## src/apb_bus_pkg.sv

```systemverilog
/* APB bus package
   widths, payload types and the address word with its decoded views */
package apb_bus_pkg;

    // the bus is a plain 32-bit APB with byte strobes
    localparam int addr_width_c = 32;
    localparam int data_width_c = 32;
    localparam int strb_width_c = data_width_c / 8;

    typedef logic [addr_width_c-1:0] apb_addr_t;
    typedef logic [data_width_c-1:0] apb_data_t;
    typedef logic [strb_width_c-1:0] apb_strb_t;

    // every slot carries this many read/write registers
    // the identity register sits at the index right after them
    localparam int regs_per_slot_c = 3;

    // register select bits wide enough to reach the identity index as well
    localparam int reg_sel_width_c = $clog2(regs_per_slot_c + 1);

    // field view of an address inside the peripheral page
    // a slot window is 4 KiB, so the slot number starts at bit 12
    typedef struct packed {
        logic [16:0] page;
        logic [2:0]  slot;
        logic [9:0]  reg_idx;
        logic [1:0]  byte_off;
    } apb_addr_fields_t;

    // the same word seen two ways
    // raw feeds the window range compare, fields pick slot and register
    typedef union packed {
        apb_addr_t        raw;
        apb_addr_fields_t fields;
    } apb_addr_u;

endpackage

```

## src/periph_map_pkg.sv

```systemverilog
/* peripheral map package
   window layout of the peripheral page and the per-slot access timing */
package periph_map_pkg;

    // five slots are populated, slot fields 5 to 7 stay unmapped
    localparam int num_slots_c = 5;

    // the peripheral page starts here and each slot owns one 4 KiB window
    localparam apb_bus_pkg::apb_addr_t periph_base_c = 32'h1A10_0000;
    localparam apb_bus_pkg::apb_addr_t slot_span_c   = 32'h0000_1000;

    // wait states a slot inserts before it raises ready in the access phase
    // one wait state gives a two cycle access phase
    localparam int slot_wait_c = 1;

    // the counter needs at least one bit even with zero wait states
    localparam int wait_cnt_width_c = (slot_wait_c > 0) ? $clog2(slot_wait_c + 1) : 1;

    typedef logic [wait_cnt_width_c-1:0] wait_cnt_t;

    // one bit per slot, at most one bit set
    typedef logic [num_slots_c-1:0] slot_sel_t;

endpackage

```

## src/apb_addr_decode.sv

```systemverilog
/* APB address decoder
   maps the transfer address onto a one-hot slot select or flags it unmapped */
`timescale 1ns/1ps

module apb_addr_decode (
    input  apb_bus_pkg::apb_addr_t    paddr,
    input  logic                      psel,
    output periph_map_pkg::slot_sel_t slot_sel,
    output logic                      unmapped
);

    // address seen through the union, raw word and fields side by side
    apb_bus_pkg::apb_addr_u addr;

    // start and last byte of each slot window
    apb_bus_pkg::apb_addr_t [periph_map_pkg::num_slots_c-1:0] start_addr;
    apb_bus_pkg::apb_addr_t [periph_map_pkg::num_slots_c-1:0] end_addr;

    // range hit from the raw word and slot hit from the field view
    periph_map_pkg::slot_sel_t in_range;
    periph_map_pkg::slot_sel_t field_hit;
    periph_map_pkg::slot_sel_t match;

    assign addr.raw = paddr;

    // each window follows the previous one with no gap
    for (genvar i = 0; i < periph_map_pkg::num_slots_c; i++) begin : g_window
        assign start_addr[i] = periph_map_pkg::periph_base_c
                             + apb_bus_pkg::apb_addr_t'(i) * periph_map_pkg::slot_span_c;
        assign end_addr[i]   = start_addr[i] + periph_map_pkg::slot_span_c - 1;

        // the range check alone would already pick the window
        assign in_range[i]  = (addr.raw >= start_addr[i]) && (addr.raw <= end_addr[i]);

        // the slot field has to agree, which guards against a map that
        // was edited out of step with the field layout
        assign field_hit[i] = (addr.fields.slot == 3'(i));
    end

    assign match = in_range & field_hit;

    // paddr and psel are held by the requester for the whole transfer,
    // so both outputs stay steady from setup to the last access cycle
    assign slot_sel = psel ? match : '0;

    // an address outside every window is answered by the response mux
    assign unmapped = psel && (match == '0);

    // windows are disjoint, so never more than one slot may answer
    always_comb begin
        assert ($onehot0(slot_sel))
        else $error("address decoder selected more than one slot");
    end

endmodule

```

## src/apb_reg_slot.sv

```systemverilog
/* APB register slot
   three strobed registers, a read-only identity word and fixed wait states */
`timescale 1ns/1ps

module apb_reg_slot #(
    parameter apb_bus_pkg::apb_addr_t slot_base = '0
) (
    input  logic                   clk_i,
    input  logic                   rst_n,
    input  logic                   psel,
    input  logic                   penable,
    input  logic                   pwrite,
    input  apb_bus_pkg::apb_addr_t paddr,
    input  apb_bus_pkg::apb_data_t pwdata,
    input  apb_bus_pkg::apb_strb_t pstrb,
    output apb_bus_pkg::apb_data_t rdata,
    output logic                   ready,
    output logic                   err
);

    apb_bus_pkg::apb_addr_u addr;

    // the read/write registers of this slot
    apb_bus_pkg::apb_data_t regs [apb_bus_pkg::regs_per_slot_c];

    // counts access cycles spent waiting
    periph_map_pkg::wait_cnt_t wait_cnt;

    logic setup;
    logic access;
    logic idx_rw;
    logic idx_id;
    logic wr_en;
    logic [apb_bus_pkg::reg_sel_width_c-1:0] reg_sel;

    assign addr.raw = paddr;

    // phases as this slot sees them, psel here is the decoded select bit
    assign setup  = psel && !penable;
    assign access = psel && penable;

    // the register index decides between the strobed registers, the
    // identity word and an error response
    assign idx_rw  = addr.fields.reg_idx < apb_bus_pkg::regs_per_slot_c;
    assign idx_id  = addr.fields.reg_idx == apb_bus_pkg::regs_per_slot_c;
    assign reg_sel = addr.fields.reg_idx[apb_bus_pkg::reg_sel_width_c-1:0];

    // ready comes once the wait states of the slot have passed
    assign ready = access && (wait_cnt == periph_map_pkg::wait_cnt_t'(periph_map_pkg::slot_wait_c));

    // offsets past the identity register end the transfer with an error
    assign err = ready && !idx_rw && !idx_id;

    // writes land on the completing edge, never on an erroring transfer
    assign wr_en = ready && pwrite && idx_rw;

    // the counter restarts in every setup phase and after each completion
    always_ff @(posedge clk_i or negedge rst_n) begin
        if (!rst_n) begin
            wait_cnt <= '0;
        end else if (setup || ready) begin
            wait_cnt <= '0;
        end else if (access) begin
            wait_cnt <= wait_cnt + 1'b1;
        end
    end

    // byte lanes are written only where the strobe is set
    always_ff @(posedge clk_i or negedge rst_n) begin
        if (!rst_n) begin
            for (int r = 0; r < apb_bus_pkg::regs_per_slot_c; r++) begin
                regs[r] <= '0;
            end
        end else if (wr_en) begin
            for (int b = 0; b < apb_bus_pkg::strb_width_c; b++) begin
                if (pstrb[b]) begin
                    regs[reg_sel][8*b +: 8] <= pwdata[8*b +: 8];
                end
            end
        end
    end

    // read data is only driven in the completing cycle of a read
    always_comb begin
        rdata = '0;
        if (ready && !pwrite) begin
            if (idx_rw) begin
                rdata = regs[reg_sel];
            end else if (idx_id) begin
                // the identity word reports where this slot lives
                rdata = slot_base;
            end
        end
    end

    // the decoder keeps this slot selected from setup into the access phase
    assert property (@(posedge clk_i) disable iff (!rst_n)
        (psel && penable) |-> $past(psel))
    else $error("slot entered an access phase without its setup phase");

    // the requester holds the address while the slot is inserting wait states
    assert property (@(posedge clk_i) disable iff (!rst_n)
        (access && !ready) |=> $stable(paddr))
    else $error("address changed during a waited access phase");

endmodule

```

## src/apb_resp_mux.sv

```systemverilog
/* APB response multiplexer
   merges the slot responses and answers unmapped addresses with an error */
`timescale 1ns/1ps

module apb_resp_mux (
    input  logic                                               clk_i,
    input  logic                                               rst_n,
    input  logic                                               psel,
    input  logic                                               penable,
    input  logic                                               unmapped,
    input  periph_map_pkg::slot_sel_t                          slot_sel,
    input  apb_bus_pkg::apb_data_t [periph_map_pkg::num_slots_c-1:0] slot_rdata,
    input  periph_map_pkg::slot_sel_t                          slot_ready,
    input  periph_map_pkg::slot_sel_t                          slot_err,
    output apb_bus_pkg::apb_data_t                             prdata,
    output logic                                               pready,
    output logic                                               pslverr
);

    apb_bus_pkg::apb_data_t rdata_acc;
    logic ready_acc;
    logic err_acc;
    logic unmapped_resp;

    // the select is one-hot, so an AND-OR tree picks the addressed slot
    always_comb begin
        rdata_acc = '0;
        ready_acc = 1'b0;
        err_acc   = 1'b0;
        for (int i = 0; i < periph_map_pkg::num_slots_c; i++) begin
            if (slot_sel[i]) begin
                ready_acc = ready_acc | slot_ready[i];
                err_acc   = err_acc | slot_err[i];
                if (slot_ready[i]) begin
                    rdata_acc = rdata_acc | slot_rdata[i];
                end
            end
        end
    end

    // unmapped transfers finish in their first access cycle
    assign unmapped_resp = psel && penable && unmapped;

    // no slot is selected on an unmapped address, so its read data stays zero
    assign prdata  = rdata_acc;
    assign pready  = ready_acc || unmapped_resp;
    assign pslverr = err_acc || unmapped_resp;

    // neither the slots nor the error path may complete outside an access phase
    assert property (@(posedge clk_i) disable iff (!rst_n)
        pready |-> (psel && penable))
    else $error("pready raised outside an access phase");

    // an unmapped setup is followed by an error completion in the next cycle
    assert property (@(posedge clk_i) disable iff (!rst_n)
        (psel && !penable && unmapped) |=> (pready && pslverr))
    else $error("unmapped address was not answered in the first access cycle");

endmodule

```

## src/periph_bus_top.sv

```systemverilog
/* peripheral bus top level
   APB completer built from the decoder, the register slots and the response mux */
`timescale 1ns/1ps

module periph_bus_top (
    input  logic                   clk_i,
    input  logic                   rst_n,
    input  apb_bus_pkg::apb_addr_t paddr,
    input  logic                   psel,
    input  logic                   penable,
    input  logic                   pwrite,
    input  apb_bus_pkg::apb_data_t pwdata,
    input  apb_bus_pkg::apb_strb_t pstrb,
    output apb_bus_pkg::apb_data_t prdata,
    output logic                   pready,
    output logic                   pslverr
);

    // decoded select, one bit per slot
    periph_map_pkg::slot_sel_t slot_sel;
    logic unmapped;

    // responses coming back from the slots
    apb_bus_pkg::apb_data_t [periph_map_pkg::num_slots_c-1:0] slot_rdata;
    periph_map_pkg::slot_sel_t slot_ready;
    periph_map_pkg::slot_sel_t slot_err;

    apb_addr_decode u_decode (
        .paddr    (paddr),
        .psel     (psel),
        .slot_sel (slot_sel),
        .unmapped (unmapped)
    );

    // every slot sees the shared bus and only its own select bit,
    // its identity word is the start of its window
    for (genvar i = 0; i < periph_map_pkg::num_slots_c; i++) begin : g_slot
        apb_reg_slot #(
            .slot_base (periph_map_pkg::periph_base_c
                        + apb_bus_pkg::apb_addr_t'(i) * periph_map_pkg::slot_span_c)
        ) u_slot (
            .clk_i   (clk_i),
            .rst_n   (rst_n),
            .psel    (slot_sel[i]),
            .penable (penable),
            .pwrite  (pwrite),
            .paddr   (paddr),
            .pwdata  (pwdata),
            .pstrb   (pstrb),
            .rdata   (slot_rdata[i]),
            .ready   (slot_ready[i]),
            .err     (slot_err[i])
        );
    end

    apb_resp_mux u_resp_mux (
        .clk_i      (clk_i),
        .rst_n      (rst_n),
        .psel       (psel),
        .penable    (penable),
        .unmapped   (unmapped),
        .slot_sel   (slot_sel),
        .slot_rdata (slot_rdata),
        .slot_ready (slot_ready),
        .slot_err   (slot_err),
        .prdata     (prdata),
        .pready     (pready),
        .pslverr    (pslverr)
    );

endmodule

```

## config.mk

```make
export PLATFORM = sky130hd
export DESIGN_NAME = periph_bus_top
export DESIGN_NICKNAME = d
export VERILOG_FILES = /design/src/apb_bus_pkg.sv /design/src/periph_map_pkg.sv /design/src/apb_addr_decode.sv /design/src/apb_reg_slot.sv /design/src/apb_resp_mux.sv /design/src/periph_bus_top.sv
export SDC_FILE = /design/constraint.sdc
export NUM_CORES = 1
export LEC_CHECK = 0
export ABC_AREA = 1
export BUFFER_PORTS_ARGS = -buffer_cell sky130_fd_sc_hd__buf_2
export CORE_MARGIN = 3
export CORE_UTILIZATION = 40
export CTS_CLUSTER_SIZE = 28
export DETAILED_ROUTE_END_ITERATION = 12
export SLEW_MARGIN = 20
export SYNTH_ARGS = -nofsm -noshare
export SYNTH_HDL_FRONTEND = slang
export SYNTH_HIERARCHICAL = 1
export SYNTH_SLANG_ARGS = --single-unit
```

## constraint.sdc

```tcl
create_clock -name clk_i -period 4.3 [get_ports clk_i]
set_input_delay 0.86 -clock clk_i [delete_from_list [all_inputs] [get_ports clk_i]]
set_output_delay 0.86 -clock clk_i [all_outputs]
set_load 0.02 [all_outputs]
```

**Word level (Yosys, flattened, before mapping)**

Index checks and enable logic that the tools add are counted.

- Bits in registers: 485
- Bits of input ports: 73
- Output and inout port bits: 34
- Word-level logic and storage cells: 248

- Add/subtract/negate cells: 5
- $lt $le $gt $ge: 13
- Equal/unequal tests: 5
- Muxes and demuxes: 124
- Bitwise operators: 14
- Reductions and logical operators: 67

Operator list:

| operator | count |
|---|---|
| $mux W96 | 35 |
| $bwmux W96 | 20 |
| $mux W32 | 31 |
| $bmux W32 S2 | 5 |
| $demux W32 S2 | 4 |
| $ge A32 B29 Y1 const B | 5 |
| $le A32 B29 Y1 const B | 5 |
| $mux W29 | 5 |
| $or A32 B32 Y32 | 4 |
| $logic_and A1 B1 Y1 | 49 |
| $mux W24 | 1 |
| $mux W1 | 20 |
| $mux W16 | 1 |
| $eq A10 B2 Y1 const B | 1 |
| $lt A10 B2 Y1 const B | 1 |
| $reduce_bool A2 Y1 | 5 |
| $mux W8 | 1 |
| $or A1 B1 Y1 | 8 |
| $logic_or A1 B1 Y1 | 7 |
| $eq A3 B2 Y1 const B | 2 |
| $add A1 B1 Y1 const B | 5 |
| $and A5 B5 Y5 | 1 |
| $logic_not A5 Y1 | 1 |
| $mux W5 | 1 |
| other kinds (7) | 10 |

**Longest topological paths before layout**

- Depth in word-level cells: 22
- Mapped depth: 19
- Depth with buffers taken out: 18

**Cells and area by module**

Netlist, hierarchy kept.

By module, submodules not included:

| module | instances | cells an instance | area each (µm²) |
|---|---|---|---|
| apb_reg_slot (g_slot[3].u_slot) | 1 | 656 | 5,351.4 |
| apb_reg_slot (g_slot[0].u_slot) | 1 | 656 | 5,342.6 |
| apb_reg_slot (g_slot[4].u_slot) | 1 | 659 | 5,178.7 |
| apb_reg_slot (g_slot[1].u_slot) | 1 | 656 | 5,168.7 |
| apb_reg_slot (g_slot[2].u_slot) | 1 | 656 | 5,165.0 |
| apb_resp_mux | 1 | 408 | 1,781.7 |
| apb_addr_decode | 1 | 99 | 493.0 |

**Worst setup path after synthesis**

Ideal clock, no wire load.

- Path type: input-to-output
- Start point: in paddr[30]
- End point: out prdata[14]
- Arrival: 3.090 ns
- Data required time: 3.440 ns
- Slack: 0.350 ns
- Stages: 18
- Buffers on the path: 1
- Cell sequence: nor2_1 nand2_2 nor2_8 nand2_4 clkinv_2 nand3_1 nand3_1 nand3_1 nor2_1 nand3_2 inv_1 nand4_1 clkbuf_1 nor2_1 nand3_1 nand2_1 inv_1 nand2_1

RTL lines:

| item | RTL line | text |
|---|---|---|
| from (decl) | periph_bus_top.sv:8 | `input apb_bus_pkg::apb_addr_t paddr,` |
| to (decl) | periph_bus_top.sv:14 | `output apb_bus_pkg::apb_data_t prdata,` |

==> impl_results.md <==
- Synth-to-layout area growth: 19.3%
- Placer Congestion: about 0.94
- Site row count: 97
- Relative slew slack: roughly half
- Share of cells above drive strength 1: 18.4%
- Layout Cells excl Fill: around 5000
- Max Used Layer: met5
- Synthesized flop and latch total: 485
- Worst Path Required: around 3.4 ns
- Final global-route overflow total: 0
- Total Neg Setup Slack: 0 ns
- CP arrival: between 3 and 4 ns
- Total Wirelength: 104000 µm
- Final setup violation count: 0
- Routed vias/inst: between 5 and 6
- Power Density: 307 nW/µm²
- Commonest cells in the synthesized netlist: 714 x nand2_1, 623 x nand3_1, 490 x inv_1
- Leading area contributor after synthesis: dfrtp_1
- Fin nets: between 4000 and 5000
- VDD IR max: roughly 330 µV
- Fin util: 48.3%
- Leak: 15.4 nW
- Vias: approximately 27000
- Horiz. Die Dim: 273 µm
- CTS clock-pin slew for the worst setup and hold paths: ~0.060 ns
- Final number of max-transition violations: 0
- Filler Cell Count: roughly 7000
- Synth warn: 6
- DR DRC count: 0
- Period utilization: between 90 and 100%
- Post-synthesis cell type count: 36
- Place WS: -0.0592 ns
- Vias in the first global route: roughly 25000
- Buffers on Ports: 106
- Classification of the worst-slack hold path: input port to asynchronous set/reset pin
- Run status: finished clean
- Cell count after synthesis: about 3800
- Async S/R FF share, synth: 100%
- First-pass GRT wire length: about 160000 µm
- Synth top area share: between 40% and 50%
- DRT antenna net count: 0
- Placed Cells: approximately 4900
- Number of flops mapped to enable cells by yosys: 0
- Met1 Wirelength: between 40000 and 50000 µm
- Worst Tran Pin Value: between 0.7 and 0.8 ns
- Min setup slack post-route: roughly 0.065 ns
- Largest net degree at the start of global routing: 84
- Die footprint: about 74000 µm²
- Hpwl dp: 70100 µm
- Most frequent cell after synthesis: nand2_1
- Max-cap violation count: 0
- Top post-synthesis cells by area: dfrtp_1 43%, nand3_1 11%, o21bai_1 9.5%
- Starting density of the core: roughly two fifths
- Min Tclk post-route: about 4.2 ns
- GRT Resource Usage Total: between 20 and 30%
- Wire length on met3: 8440 µm
- Synthesized area: around 28000 µm²
- Crit Path Class: input port to output pin
- Chip height: around 270 µm
- Worst Setup End Kind: output pin
- CTS Buffer Depth: 3
- Seq/Total Area, Yosys: between 40% and 50%
- Max Clock Freq: ~0.24 GHz
- Clock sinks: 485
- Clock Root Buffer: clkbuf_16
- Final Hold Fails: 0
- CP Launch Type: input port
- Antenna violations before repair: 18
- Post-Syn Area per Cell: 7.51 µm²
- DR WL met2: between 40000 and 50000 µm
- CTS tree: yes
- Critical path peak fanout: 7
- Mapped Nets: 3863
- RSZ-0062 raised after global routing: true
- Max H-tree Level: 2
- Final Skew: 0.0271 ns
- 1st-pass router iterations: 6
- Clock Latency Late Sink: 0.65 ns
- Num CTS Buffers: 54
- Dominant synthesized flop cell: dfrtp_1
- Io pins: 107
- Number of DRC markers in iteration 0: 2607
- Wirelength per Cell: between 20 and 25 µm
- Core box area: between 70000 and 80000 µm²
- Final Hold Slack: 0.271 ns
==> per-layer routing <==
metal  GRT usage, %  vias up
met1           38.0    12800
li1               -    12800
met4           10.3        6
met3           4.64      201
met5              0        -
met2           42.9     1018
==> worst paths after layout <==
path,from,to,slack [ns],cells after the start
max,paddr[25],prdata[6],0.06,22
min,rst_n,g_slot[0].u_slot/regs[14],0.27,1
max reg2reg,g_slot[0].u_slot/wait_cnt,g_slot[0].u_slot/regs[20],2.26,7
min reg2reg,g_slot[0].u_slot/regs[89],g_slot[0].u_slot/regs[89],0.48,2
max in group asynchronous,rst_n,g_slot[4].u_slot/regs[88],3.03,2
min in group clk_i,g_slot[0].u_slot/regs[89],g_slot[0].u_slot/regs[89],0.48,2
==> placed cells by master (no fill, tap or decap), types with 54 or more instances in the layout <==
cell type,count
a21oi_1,153
buf_2,78
buf_4,263
clkbuf_16,54
dfrtp_1,485
inv_1,485
nand2_1,674
nand3_1,617
nor2_1,213
o21ai_1,74
o21bai_1,360
o22ai_1,110
==> critical path, cell delays in order <==
cell and delay [ns]:
buf_2 0.09, inv_1 0.03, nor2_1 0.12, nand2_2 0.10
nor2_8 0.21, buf_6 0.12, nand2_2 0.05, nand2_4 0.09
o21ai_1 0.09, nand3_2 0.10, nor2_4 0.04, nand3_2 0.08
inv_2 0.05, nand4_1 0.13, buf_6 0.15, buf_8 0.13
nor2_2 0.04, nand3_1 0.09, nand2_1 0.09, nor2_1 0.42
nand2_4 0.11, buf_6 0.16
==> registers in the layout, summed over array words and instances (netlist names) <==
name / count
g_slot.u_slot/regs: 480
g_slot.u_slot/wait_cnt: 5
==> kinds of logic (layout without fill, tap and decap cells) <==
kind of cell | after synthesis | after routing | synth area share, %
AOI/OAI and AO/OA | 820 | 820 | 18.9
DFF | 485 | 485 | 42.6
and+or+nand+nor | 1713 | 1713 | 27.5
buffers and inverters | 772 | 1014 | 11.0
other | 0 | 9 | 0
==> cell type report <==
type                       count  area, µm²  share of cell area (%)
multi-input combinational   2533      13500                    39.9
sequential                   485      12100                    35.7
inverter                     509       1910                    5.63
antenna                        9       22.5                  0.0663
tap                          940       1180                    3.46
timing repair buffer         404       3370                    9.92
clock inverter                16        176                   0.519
clock buffer                  85       1630                    4.79
==> repair_timing <==
| action | in CTS | in global routing |
|---|---|---|
| pin swaps | 1 | 47 |
| hold buffers | 0 | 0 |
| gates cloned | 0 | 4 |
| setup endpoints to repair | 9 | 33 |
| hold endpoints to repair | 0 | 0 |
| buffers inserted | 1 | 12 |
| resized for setup | 3 | 152 |
==> where the power goes <==
| group | total, mW | internal [mW] | switching (mW) |
|---|---|---|---|
| clock | 4.76 | 2.73 | 2.03 |
| combinational | 1.08 | 0.304 | 0.777 |
| sequential | 4.57 | 4.57 | 0.00336 |
| total | 10.4 | 7.60 | 2.81 |
==> metrics by stage <==
stage	power [mW]	instance area, µm²
after floorplan	5.02	28500
after global routing	10.7	34000
final	10.4	34000
after detailed placement	5.72	31600
after CTS	10.5	33400
after global placement	5.72	31600
No activity file was read; power rests on OpenSTA's default activity.
